### config.mk
export PLATFORM = sky130hd
export DESIGN_NAME = exe
export DESIGN_NICKNAME = d
export VERILOG_FILES = /design/src/design/exe_pkg.sv /design/src/design/exe.sv /design/src/design/mul_1.sv /design/src/design/mul_0.sv /design/src/design/alu.sv /design/src/design/forward.sv /design/src/design/exe_ctrl.sv
export SDC_FILE = /design/constraint.sdc
export NUM_CORES = 2
export LEC_CHECK = 0
export ABC_CLOCK_PERIOD_IN_PS = 9550
export BUFFER_PORTS_ARGS = -buffer_cell sky130_fd_sc_hd__buf_4
export CAP_MARGIN = 25
export CORE_ASPECT_RATIO = 1.5
export CORE_MARGIN = 4
export CORE_UTILIZATION = 57
export DETAILED_ROUTE_END_ITERATION = 10
export GPL_TIMING_DRIVEN = 0
export PLACE_DENSITY = 0.84
export SLEW_MARGIN = 10
export SYNTH_ARGS = -nofsm -noshare
export SYNTH_HDL_FRONTEND = slang
export SYNTH_HIERARCHICAL = 1
export SYNTH_SLANG_ARGS = --single-unit
### constraint.sdc
create_clock -name clk -period 9.55 [get_ports clk]
set_input_delay 0.955 -clock clk [delete_from_list [all_inputs] [get_ports clk]]
set_output_delay 0.955 -clock clk [all_outputs]
set_load 0.02 [all_outputs]
### src/design/exe_pkg.sv
package exe_pkg;

    typedef logic [31:0] word_t;
    typedef logic [4:0]  reg_addr_t;

    // Unit class of a micro-op
    typedef enum logic [0:0] {
        itype_alu = 1'b0,
        itype_mul = 1'b1
    } itype_e;

    typedef enum logic [3:0] {
        alu_add  = 4'd0,
        alu_sub  = 4'd1,
        alu_slt  = 4'd2,
        alu_sltu = 4'd3,
        alu_and  = 4'd4,
        alu_or   = 4'd5,
        alu_xor  = 4'd6,
        alu_nor  = 4'd7,
        alu_sll  = 4'd8,
        alu_srl  = 4'd9,
        alu_sra  = 4'd10
    } alu_op_e;

    typedef enum logic [3:0] {
        mul_lo  = 4'd0,
        mul_hi  = 4'd1,
        mul_hiu = 4'd2
    } mul_op_e;

    // Op field is read as alu_op_e or mul_op_e by class
    typedef struct packed {
        itype_e     itype;
        logic [3:0] op;
    } uop_t;

    typedef struct packed {
        logic      en;
        uop_t      uop;
        reg_addr_t rd;
        reg_addr_t rj;
        reg_addr_t rk;
        word_t     data0;
        word_t     data1;
    } issue_t;

    typedef struct packed {
        logic      en;
        reg_addr_t rd;
        word_t     data;
    } result_t;

    // Between the two multiplier stages
    typedef struct packed {
        logic      en;
        reg_addr_t rd;
        mul_op_e   op;
        logic      neg;
        logic      hiu;
        word_t     pp_ll;
        word_t     pp_lh;
        word_t     pp_hl;
        word_t     pp_hh;
    } mul_mid_t;

endpackage
### src/design/exe.sv
`timescale 1ns/1ns

module exe (
    input  logic             clk,
    input  logic             reset,
    input  exe_pkg::issue_t  lane0,
    input  exe_pkg::issue_t  lane1,
    output exe_pkg::result_t wb0,
    output exe_pkg::result_t wb1,
    output logic             issue_ready
);
    import exe_pkg::*;

    word_t    eu0_sr0;
    word_t    eu0_sr1;
    word_t    eu1_sr0;
    word_t    eu1_sr1;
    word_t    alu0_result;
    word_t    alu1_result;
    alu_op_e  alu0_op;
    alu_op_e  alu1_op;
    logic     mul_start;
    mul_mid_t mul_mid;
    result_t  mul_result;

    exe_ctrl u_exe_ctrl (
        .clk         (clk),
        .reset       (reset),
        .lane0       (lane0),
        .lane1       (lane1),
        .alu0_result (alu0_result),
        .alu1_result (alu1_result),
        .mul_result  (mul_result),
        .mul_start   (mul_start),
        .alu0_op     (alu0_op),
        .alu1_op     (alu1_op),
        .wb0         (wb0),
        .wb1         (wb1),
        .issue_ready (issue_ready)
    );

    forward u_forward (
        .lane0   (lane0),
        .lane1   (lane1),
        .wb0     (wb0),
        .wb1     (wb1),
        .eu0_sr0 (eu0_sr0),
        .eu0_sr1 (eu0_sr1),
        .eu1_sr0 (eu1_sr0),
        .eu1_sr1 (eu1_sr1)
    );

    alu alu0 (
        .op     (alu0_op),
        .sr0    (eu0_sr0),
        .sr1    (eu0_sr1),
        .result (alu0_result)
    );

    alu alu1 (
        .op     (alu1_op),
        .sr0    (eu1_sr0),
        .sr1    (eu1_sr1),
        .result (alu1_result)
    );

    // Multiplier on lane0 only
    mul_0 u_mul_0 (
        .clk   (clk),
        .reset (reset),
        .start (mul_start),
        .op    (mul_op_e'(lane0.uop.op)),
        .rd    (lane0.rd),
        .sr0   (eu0_sr0),
        .sr1   (eu0_sr1),
        .mid   (mul_mid)
    );

    mul_1 u_mul_1 (
        .clk    (clk),
        .reset  (reset),
        .mid    (mul_mid),
        .result (mul_result)
    );

endmodule

### src/design/mul_1.sv
`timescale 1ns/1ns

module mul_1 (
    input  logic              clk,
    input  logic              reset,
    input  exe_pkg::mul_mid_t mid,
    output exe_pkg::result_t  result
);
    import exe_pkg::*;

    logic [63:0] sum;
    logic [63:0] product;
    logic        hi_sel;

    always_comb begin
        sum = {32'b0, mid.pp_ll}
            + ({32'b0, mid.pp_lh} << 16)
            + ({32'b0, mid.pp_hl} << 16)
            + {mid.pp_hh, 32'b0};
    end

    // Sign fix for the signed high product
    assign product = mid.neg ? (~sum + 64'd1) : sum;
    assign hi_sel  = mid.hiu || (mid.op == mul_hi);

    always_ff @(posedge clk) begin
        if (reset) begin
            result.en <= 1'b0;
        end else begin
            result.en <= mid.en;
        end
    end

    always_ff @(posedge clk) begin
        result.rd   <= mid.rd;
        result.data <= hi_sel ? product[63:32] : product[31:0];
    end

    a_out_follows_mid: assert property (
        @(posedge clk) disable iff (reset)
        result.en |-> $past(mid.en)
    );

endmodule

### src/design/mul_0.sv
`timescale 1ns/1ns

module mul_0 (
    input  logic                clk,
    input  logic                reset,
    input  logic                start,
    input  exe_pkg::mul_op_e    op,
    input  exe_pkg::reg_addr_t  rd,
    input  exe_pkg::word_t      sr0,
    input  exe_pkg::word_t      sr1,
    output exe_pkg::mul_mid_t   mid
);
    import exe_pkg::*;

    word_t a;
    word_t b;
    logic  is_signed;
    logic  neg;

    assign is_signed = (op == mul_hi);

    // Magnitudes for the signed high product, 0x80000000 stays as 2^31
    always_comb begin
        if (is_signed) begin
            a = sr0[31] ? (~sr0 + 32'd1) : sr0;
            b = sr1[31] ? (~sr1 + 32'd1) : sr1;
        end else begin
            a = sr0;
            b = sr1;
        end
    end

    assign neg = is_signed && (sr0[31] ^ sr1[31]);

    always_ff @(posedge clk) begin
        if (reset) begin
            mid.en <= 1'b0;
        end else begin
            mid.en <= start;
        end
    end

    // Cross products of the 16-bit halves
    always_ff @(posedge clk) begin
        mid.rd    <= rd;
        mid.op    <= op;
        mid.neg   <= neg;
        mid.hiu   <= (op == mul_hiu);
        mid.pp_ll <= a[15:0]  * b[15:0];
        mid.pp_lh <= a[15:0]  * b[31:16];
        mid.pp_hl <= a[31:16] * b[15:0];
        mid.pp_hh <= a[31:16] * b[31:16];
    end

endmodule

### src/design/alu.sv
`timescale 1ns/1ns

module alu (
    input  exe_pkg::alu_op_e op,
    input  exe_pkg::word_t   sr0,
    input  exe_pkg::word_t   sr1,
    output exe_pkg::word_t   result
);
    import exe_pkg::*;

    logic [4:0] shamt;

    // Shift amount from the low bits only
    assign shamt = sr1[4:0];

    always_comb begin
        case (op)
            alu_add: begin
                result = sr0 + sr1;
            end
            alu_sub: begin
                result = sr0 - sr1;
            end
            alu_slt: begin
                result = {31'b0, $signed(sr0) < $signed(sr1)};
            end
            alu_sltu: begin
                result = {31'b0, sr0 < sr1};
            end
            alu_and: begin
                result = sr0 & sr1;
            end
            alu_or: begin
                result = sr0 | sr1;
            end
            alu_xor: begin
                result = sr0 ^ sr1;
            end
            alu_nor: begin
                result = ~(sr0 | sr1);
            end
            alu_sll: begin
                result = sr0 << shamt;
            end
            alu_srl: begin
                result = sr0 >> shamt;
            end
            alu_sra: begin
                result = word_t'($signed(sr0) >>> shamt);
            end
            default: begin
                result = '0;
            end
        endcase
    end

endmodule

### src/design/forward.sv
`timescale 1ns/1ns

module forward (
    input  exe_pkg::issue_t  lane0,
    input  exe_pkg::issue_t  lane1,
    input  exe_pkg::result_t wb0,
    input  exe_pkg::result_t wb1,
    output exe_pkg::word_t   eu0_sr0,
    output exe_pkg::word_t   eu0_sr1,
    output exe_pkg::word_t   eu1_sr0,
    output exe_pkg::word_t   eu1_sr1
);
    import exe_pkg::*;

    // Newest value for one source, wb1 is the younger port
    function automatic word_t pick(
        input reg_addr_t src,
        input word_t     rf_data,
        input result_t   p0,
        input result_t   p1
    );
        word_t value;
        if (src == '0) begin
            value = '0;
        end else if (p1.en && (p1.rd == src)) begin
            value = p1.data;
        end else if (p0.en && (p0.rd == src)) begin
            value = p0.data;
        end else begin
            value = rf_data;
        end
        return value;
    endfunction

    always_comb begin
        eu0_sr0 = pick(lane0.rj, lane0.data0, wb0, wb1);
        eu0_sr1 = pick(lane0.rk, lane0.data1, wb0, wb1);
    end

    always_comb begin
        eu1_sr0 = pick(lane1.rj, lane1.data0, wb0, wb1);
        eu1_sr1 = pick(lane1.rk, lane1.data1, wb0, wb1);
    end

endmodule

### src/design/exe_ctrl.sv
`timescale 1ns/1ns

module exe_ctrl (
    input  logic             clk,
    input  logic             reset,
    input  exe_pkg::issue_t  lane0,
    input  exe_pkg::issue_t  lane1,
    input  exe_pkg::word_t   alu0_result,
    input  exe_pkg::word_t   alu1_result,
    input  exe_pkg::result_t mul_result,
    output logic             mul_start,
    output exe_pkg::alu_op_e alu0_op,
    output exe_pkg::alu_op_e alu1_op,
    output exe_pkg::result_t wb0,
    output exe_pkg::result_t wb1,
    output logic             issue_ready
);
    import exe_pkg::*;

    result_t alu0_q;
    result_t alu1_q;
    logic    lane0_alu;
    logic    lane1_alu;

    // Class decode
    assign lane0_alu = lane0.en && (lane0.uop.itype == itype_alu);
    assign lane1_alu = lane1.en && (lane1.uop.itype == itype_alu);
    assign mul_start = lane0.en && (lane0.uop.itype == itype_mul);

    assign alu0_op = alu_op_e'(lane0.uop.op);
    assign alu1_op = alu_op_e'(lane1.uop.op);

    always_ff @(posedge clk) begin
        if (reset) begin
            alu0_q.en   <= 1'b0;
            alu1_q.en   <= 1'b0;
            issue_ready <= 1'b1;
        end else begin
            alu0_q.en   <= lane0_alu;
            alu1_q.en   <= lane1_alu;
            // One bubble after each multiply
            issue_ready <= !mul_start;
        end
    end

    always_ff @(posedge clk) begin
        alu0_q.rd   <= lane0.rd;
        alu0_q.data <= alu0_result;
        alu1_q.rd   <= lane1.rd;
        alu1_q.data <= alu1_result;
    end

    // Port 0 shared with the multiplier
    assign wb0 = mul_result.en ? mul_result : alu0_q;
    assign wb1 = alu1_q;

    a_no_issue_when_busy: assert property (
        @(posedge clk) disable iff (reset)
        !issue_ready |-> !(lane0.en || lane1.en)
    );

    a_lane1_alu_only: assert property (
        @(posedge clk) disable iff (reset)
        lane1.en |-> (lane1.uop.itype == itype_alu)
    );

    a_port0_no_collision: assert property (
        @(posedge clk) disable iff (reset)
        !(mul_result.en && alu0_q.en)
    );

endmodule

==> impl_metrics.toml, run 1 <==
[yosys]
synth-seq-cells = 255
netlist_area_um2 = 68600
async_flop_share = 0
yosysWarnings = 6
synth.net_count = 10500
synth_area_leaders = "fa_1 (23%), ha_1 (12%), dfxtp_1 (7.4%)"
synth_common_cells = "inv_1 (1108), nand2_1 (1099), nor2_1 (1009)"
synth-edff-count = 0
yosys.area.top_type_share = 0.233
synth_top_cell_by_area = "fa_1"
ys.flop_type = "dfxtp_1"
synth_most_common_cell = "inv_1"
yosysSeqAreaShare = 0.0744
syn_inst = 8805
syn_area_per_cell_um2 = 7.79
synth_cell_types = 122

[floorplanning]
ios = 249
row_count = 155
fp.dieH_um = 433
initial_core_util = 0.575
die_x_um = 291

[outcome]
outcome = "stopped before the end"
toolErrorMsg = "[ERROR GRT-0116] Global routing finished with congestion. Check the congestion regions in the DRC Viewer."
haltStage = "global routing"

[grt]
gr-usage-all-layers = 0.799
grt_pass1_vias = 96300
grt_max_degree = 18
grt_overflow = 3815
grt_pass1_wl_mm = 767

[clock_network]
cts_hold_buffers = 0
numClockSinks = 255
cts_root_buffer = "clkbuf_16"
cts_buffers = 30
clk_path_buf_depth = 3
htree_levels = 1

[placed_design]
dp_hpwl_mm = 312
io_buffers = 244
place_congestion = 1.46
-- cells by family after synthesis --
logic type / share of synthesized area
AOI/OAI and AO/OA: 0.177
xor gates and xnor gates: 0.0462
adders and majority gates: 0.357
buffers and inverters: 0.0941
DFF: 0.0744
muxes: 0.0599
and+or+nand+nor: 0.192
-- routing by layer --
metal | track usage | overflow
met5 | 0.377 | 13
met4 | 0.837 | 1096
met3 | 0.626 | 108
met2 | 1.01 | 2513
met1 | 0.750 | 85
-- stage by stage --
step	std cells	setup WS [ns]	area, um2
after floorplan	8805	-0.0595	68700
after global placement	10600	-6.44	72500
after detailed placement	10700	-5.03	74300
after CTS	11100	-0.559	82500
-- repair_timing --
action | 4_1_cts
resized for setup | 974
gates cloned | 3
pin swaps | 291
endpoints found under the setup margin | 112
setup buffers | 320
endpoints found under the hold margin | 0
==> run 2: changes to the inputs <==
- ABC_CLOCK_PERIOD_IN_PS: 9550 -> 12400
- CORE_ASPECT_RATIO: 1.5 -> unset
- CORE_UTILIZATION: 57 -> 40
- PLACE_DENSITY: 0.84 -> unset
- PLACE_DENSITY_LB_ADDON: unset -> 0.15
- clock period: 9.55 -> 12.4 ns (I/O delays scaled with it)
==> run 2 against run 1 <==
The flow now finishes without violations. Synthesized cell count is the same. Synthesized area is the same.
==> impl_metrics.toml, run 2 <==
[layout]
stdcell_area_um2 = 77500
stdcell_count = 11600
final_common_cell = "inv_1"
register_area_um2 = 5110
final_nets = 10900
largest_register_ffs = 140
largest_register = "u_mul_0/mid"
drive_gt1_frac = 0.113
multi_input_area_um2 = 58400
layout_common_cells = "inv_1 (1108), nand2_1 (1099), nor2_1 (1009)"
syn2layout_area_growth_pct = 13.1
nFillCells = 17200

[sta]
timing.fmax_ghz = 0.0807
period_minus_slack_ns = 12.39
final_max_slew_viol_count = 0
slew_headroom = 0.157
setup_violations = 0
period_share = 0.999
hold_viol = 0
fin_worst_skew_ns = 0.0382
max_slew.worst_pin.slew_ns = 1.26

[placed_design]
place_congestion = 1.11
dp_hpwl_mm = 326
dp.cells = 11400
placed_area_um2 = 75700
io_buffers = 244

[outcome]
outcome = "complete, no violations"

[yosys]
synth-seq-cells = 255
synth.net_count = 10500
netlist_area_um2 = 68600
syn_inst = 8805
synth_top_cell_by_area = "fa_1"
yosys.area.top_type_share = 0.233
synth_cell_types = 122
synth_area_leaders = "fa_1 (23%), ha_1 (12%), dfxtp_1 (7.4%)"
yosysSeqAreaShare = 0.0744
syn_area_per_cell_um2 = 7.79
synth-edff-count = 0
synth_common_cells = "inv_1 (1108), nand2_1 (1099), nor2_1 (1009)"
yosysWarnings = 6
ys.flop_type = "dfxtp_1"
async_flop_share = 0
synth_most_common_cell = "inv_1"

[grt]
grt_antenna_before_repair = 33
gr-usage-all-layers = 0.420
grt_pass1_vias = 70700
grt_overflow = 0
grt_pass1_wl_mm = 536
grt_max_degree = 18

[critical_path]
ff2ff_setup_slack_ns = 0.01
cpPeakStageDelay_ns = 0.66
slowest_stage = "or4_1"
critical_path.most_common_cell = "fa_1"
endpoint_kind = "flip-flop"
worst-endpoint-arrival_ns = 12.96
cp_max_fo = 12
start_kind = "flip-flop"
reg2reg_depth = 37
r2r-start = "u_mul_1/result[37]$_SDFF_PP0_"
required_ns = 12.98
r2r-end = "u_mul_0/mid[61]$_DFF_P_"
path_class = "flip-flop to flip-flop"

[detailed_routing]
drtIter0Drc = 9169
drc = 0
first_pass_iters = 6
vias_per_cell = 6.29
wirelength_mm = 389
detail-route-antenna-nets = 0
num_vias = 73000
wl_per_cell_um = 33.5

[clock_network]
cts.reportedPaths.clkPinSlew_ns = 0.06
clk_path_buf_depth = 3
cts_tree = "yes"
numClockSinks = 255
htree_levels = 1
cts_buffers = 31
cts_root_buffer = "clkbuf_16"
clock_latency_ns = 0.66

[worst_hold_path]
hold_depth = 0
worstHoldStart = "u_mul_0/mid[138]$_DFF_P_"
hold_end = "u_mul_1/result[36]$_DFF_P_"
min_path_type = "flip-flop to flip-flop"

[flow_run]
cap_violations = 0

[floorplanning]
fp.dieH_um = 422
row_count = 151
die_x_um = 422
initial_core_util = 0.404
core_um2 = 170000
fp.dieArea_um2 = 178000
ios = 249
==> run 2: area by class of cell <==
class,instances,area share
diodes,147,0.00474
plain buffers,509,0.0295
clock buffers,40,0.0110
clock inverters,16,0.00271
inverters,1117,0.0541
multi-input cells,6918,0.753
flip-flops and latches,255,0.0659
well taps,2218,0.0358
repair buffers,385,0.0430
==> run 2: metrics by stage <==
stage,util,hold WS (ns),TNS (ns),worst slack [ns]
6_report,0.456,0.319,0,0.0136
5_1_grt,0.456,0.331,-0.283,-0.130
4_1_cts,0.453,0.326,0,0.0848
3_5_place_dp,0.446,0.314,-94.40,-2.34
3_3_place_gp,0.431,0.311,-160.20,-4.45
2_1_floorplan,-,0.310,0,2.34
==> run 2: how the worst max path moves through the flow <==
stage,depth (start not counted),endpoint,from
after global routing,37,u_mul_0/mid[61]$_DFF_P_,u_mul_1/result[37]$_SDFF_PP0_
after detailed placement,35,u_mul_0/mid[91]$_DFF_P_,lane0[72]
after CTS,38,u_mul_0/mid[93]$_DFF_P_,u_mul_1/result[37]$_SDFF_PP0_
final,37,u_mul_0/mid[61]$_DFF_P_,u_mul_1/result[37]$_SDFF_PP0_
after floorplan,33,u_mul_0/mid[28]$_DFF_P_,lane0[71]
after global placement,35,u_mul_0/mid[94]$_DFF_P_,lane0[73]
==> run 2: metal layers <==
metal | global-route usage | up-vias | routed length [um]
li1 | - | 30700 | -
met1 | 0.519 | 36300 | 144000
met2 | 0.630 | 4725 | 165000
met3 | 0.0800 | 1219 | 37000
met4 | 0.358 | 4 | 42600
met5 | 0 | - | 29
==> run 2: worst max-delay path, delay by kind of cell, from the launching register on <==
kind / cells / cell delay, ns
adder cells (fa/ha/maj): 7 / 3.46
AND/OR/NAND/NOR: 11 / 3.24
buffers and inverters: 10 / 2.11
AO/OA/AOI/OAI: 6 / 1.88
XOR/XNOR: 2 / 0.81
multiplexers: 1 / 0.44
flip-flops: 1 / 0.34
==> run 2: repair_timing <==
action / 4_1_cts / 5_1_grt
hold buffers: 0 / 0
setup buffers: 1 / 2
gates resized for setup: 37 / 67
endpoints found under the setup margin: 78 / 23
pin swaps: 2 / 2
==> run 2: cell families (layout without fill, tap and decap cells) <==
family / after synthesis / after routing / synth area share
xor+xnor: 358 / 358 / 0.0462
simple gates: 2959 / 2959 / 0.192
mux: 286 / 286 / 0.0599
other cells: 0 / 147 / 0
fa+ha+maj: 1478 / 1478 / 0.357
buf+inv: 1632 / 2067 / 0.0941
compound gates: 1837 / 1837 / 0.177
flops: 255 / 255 / 0.0744
Power of run 2 is left out: the tool's default activity adds up to more than one toggle a clock period on the data nets, which glitch-free logic cannot reach.
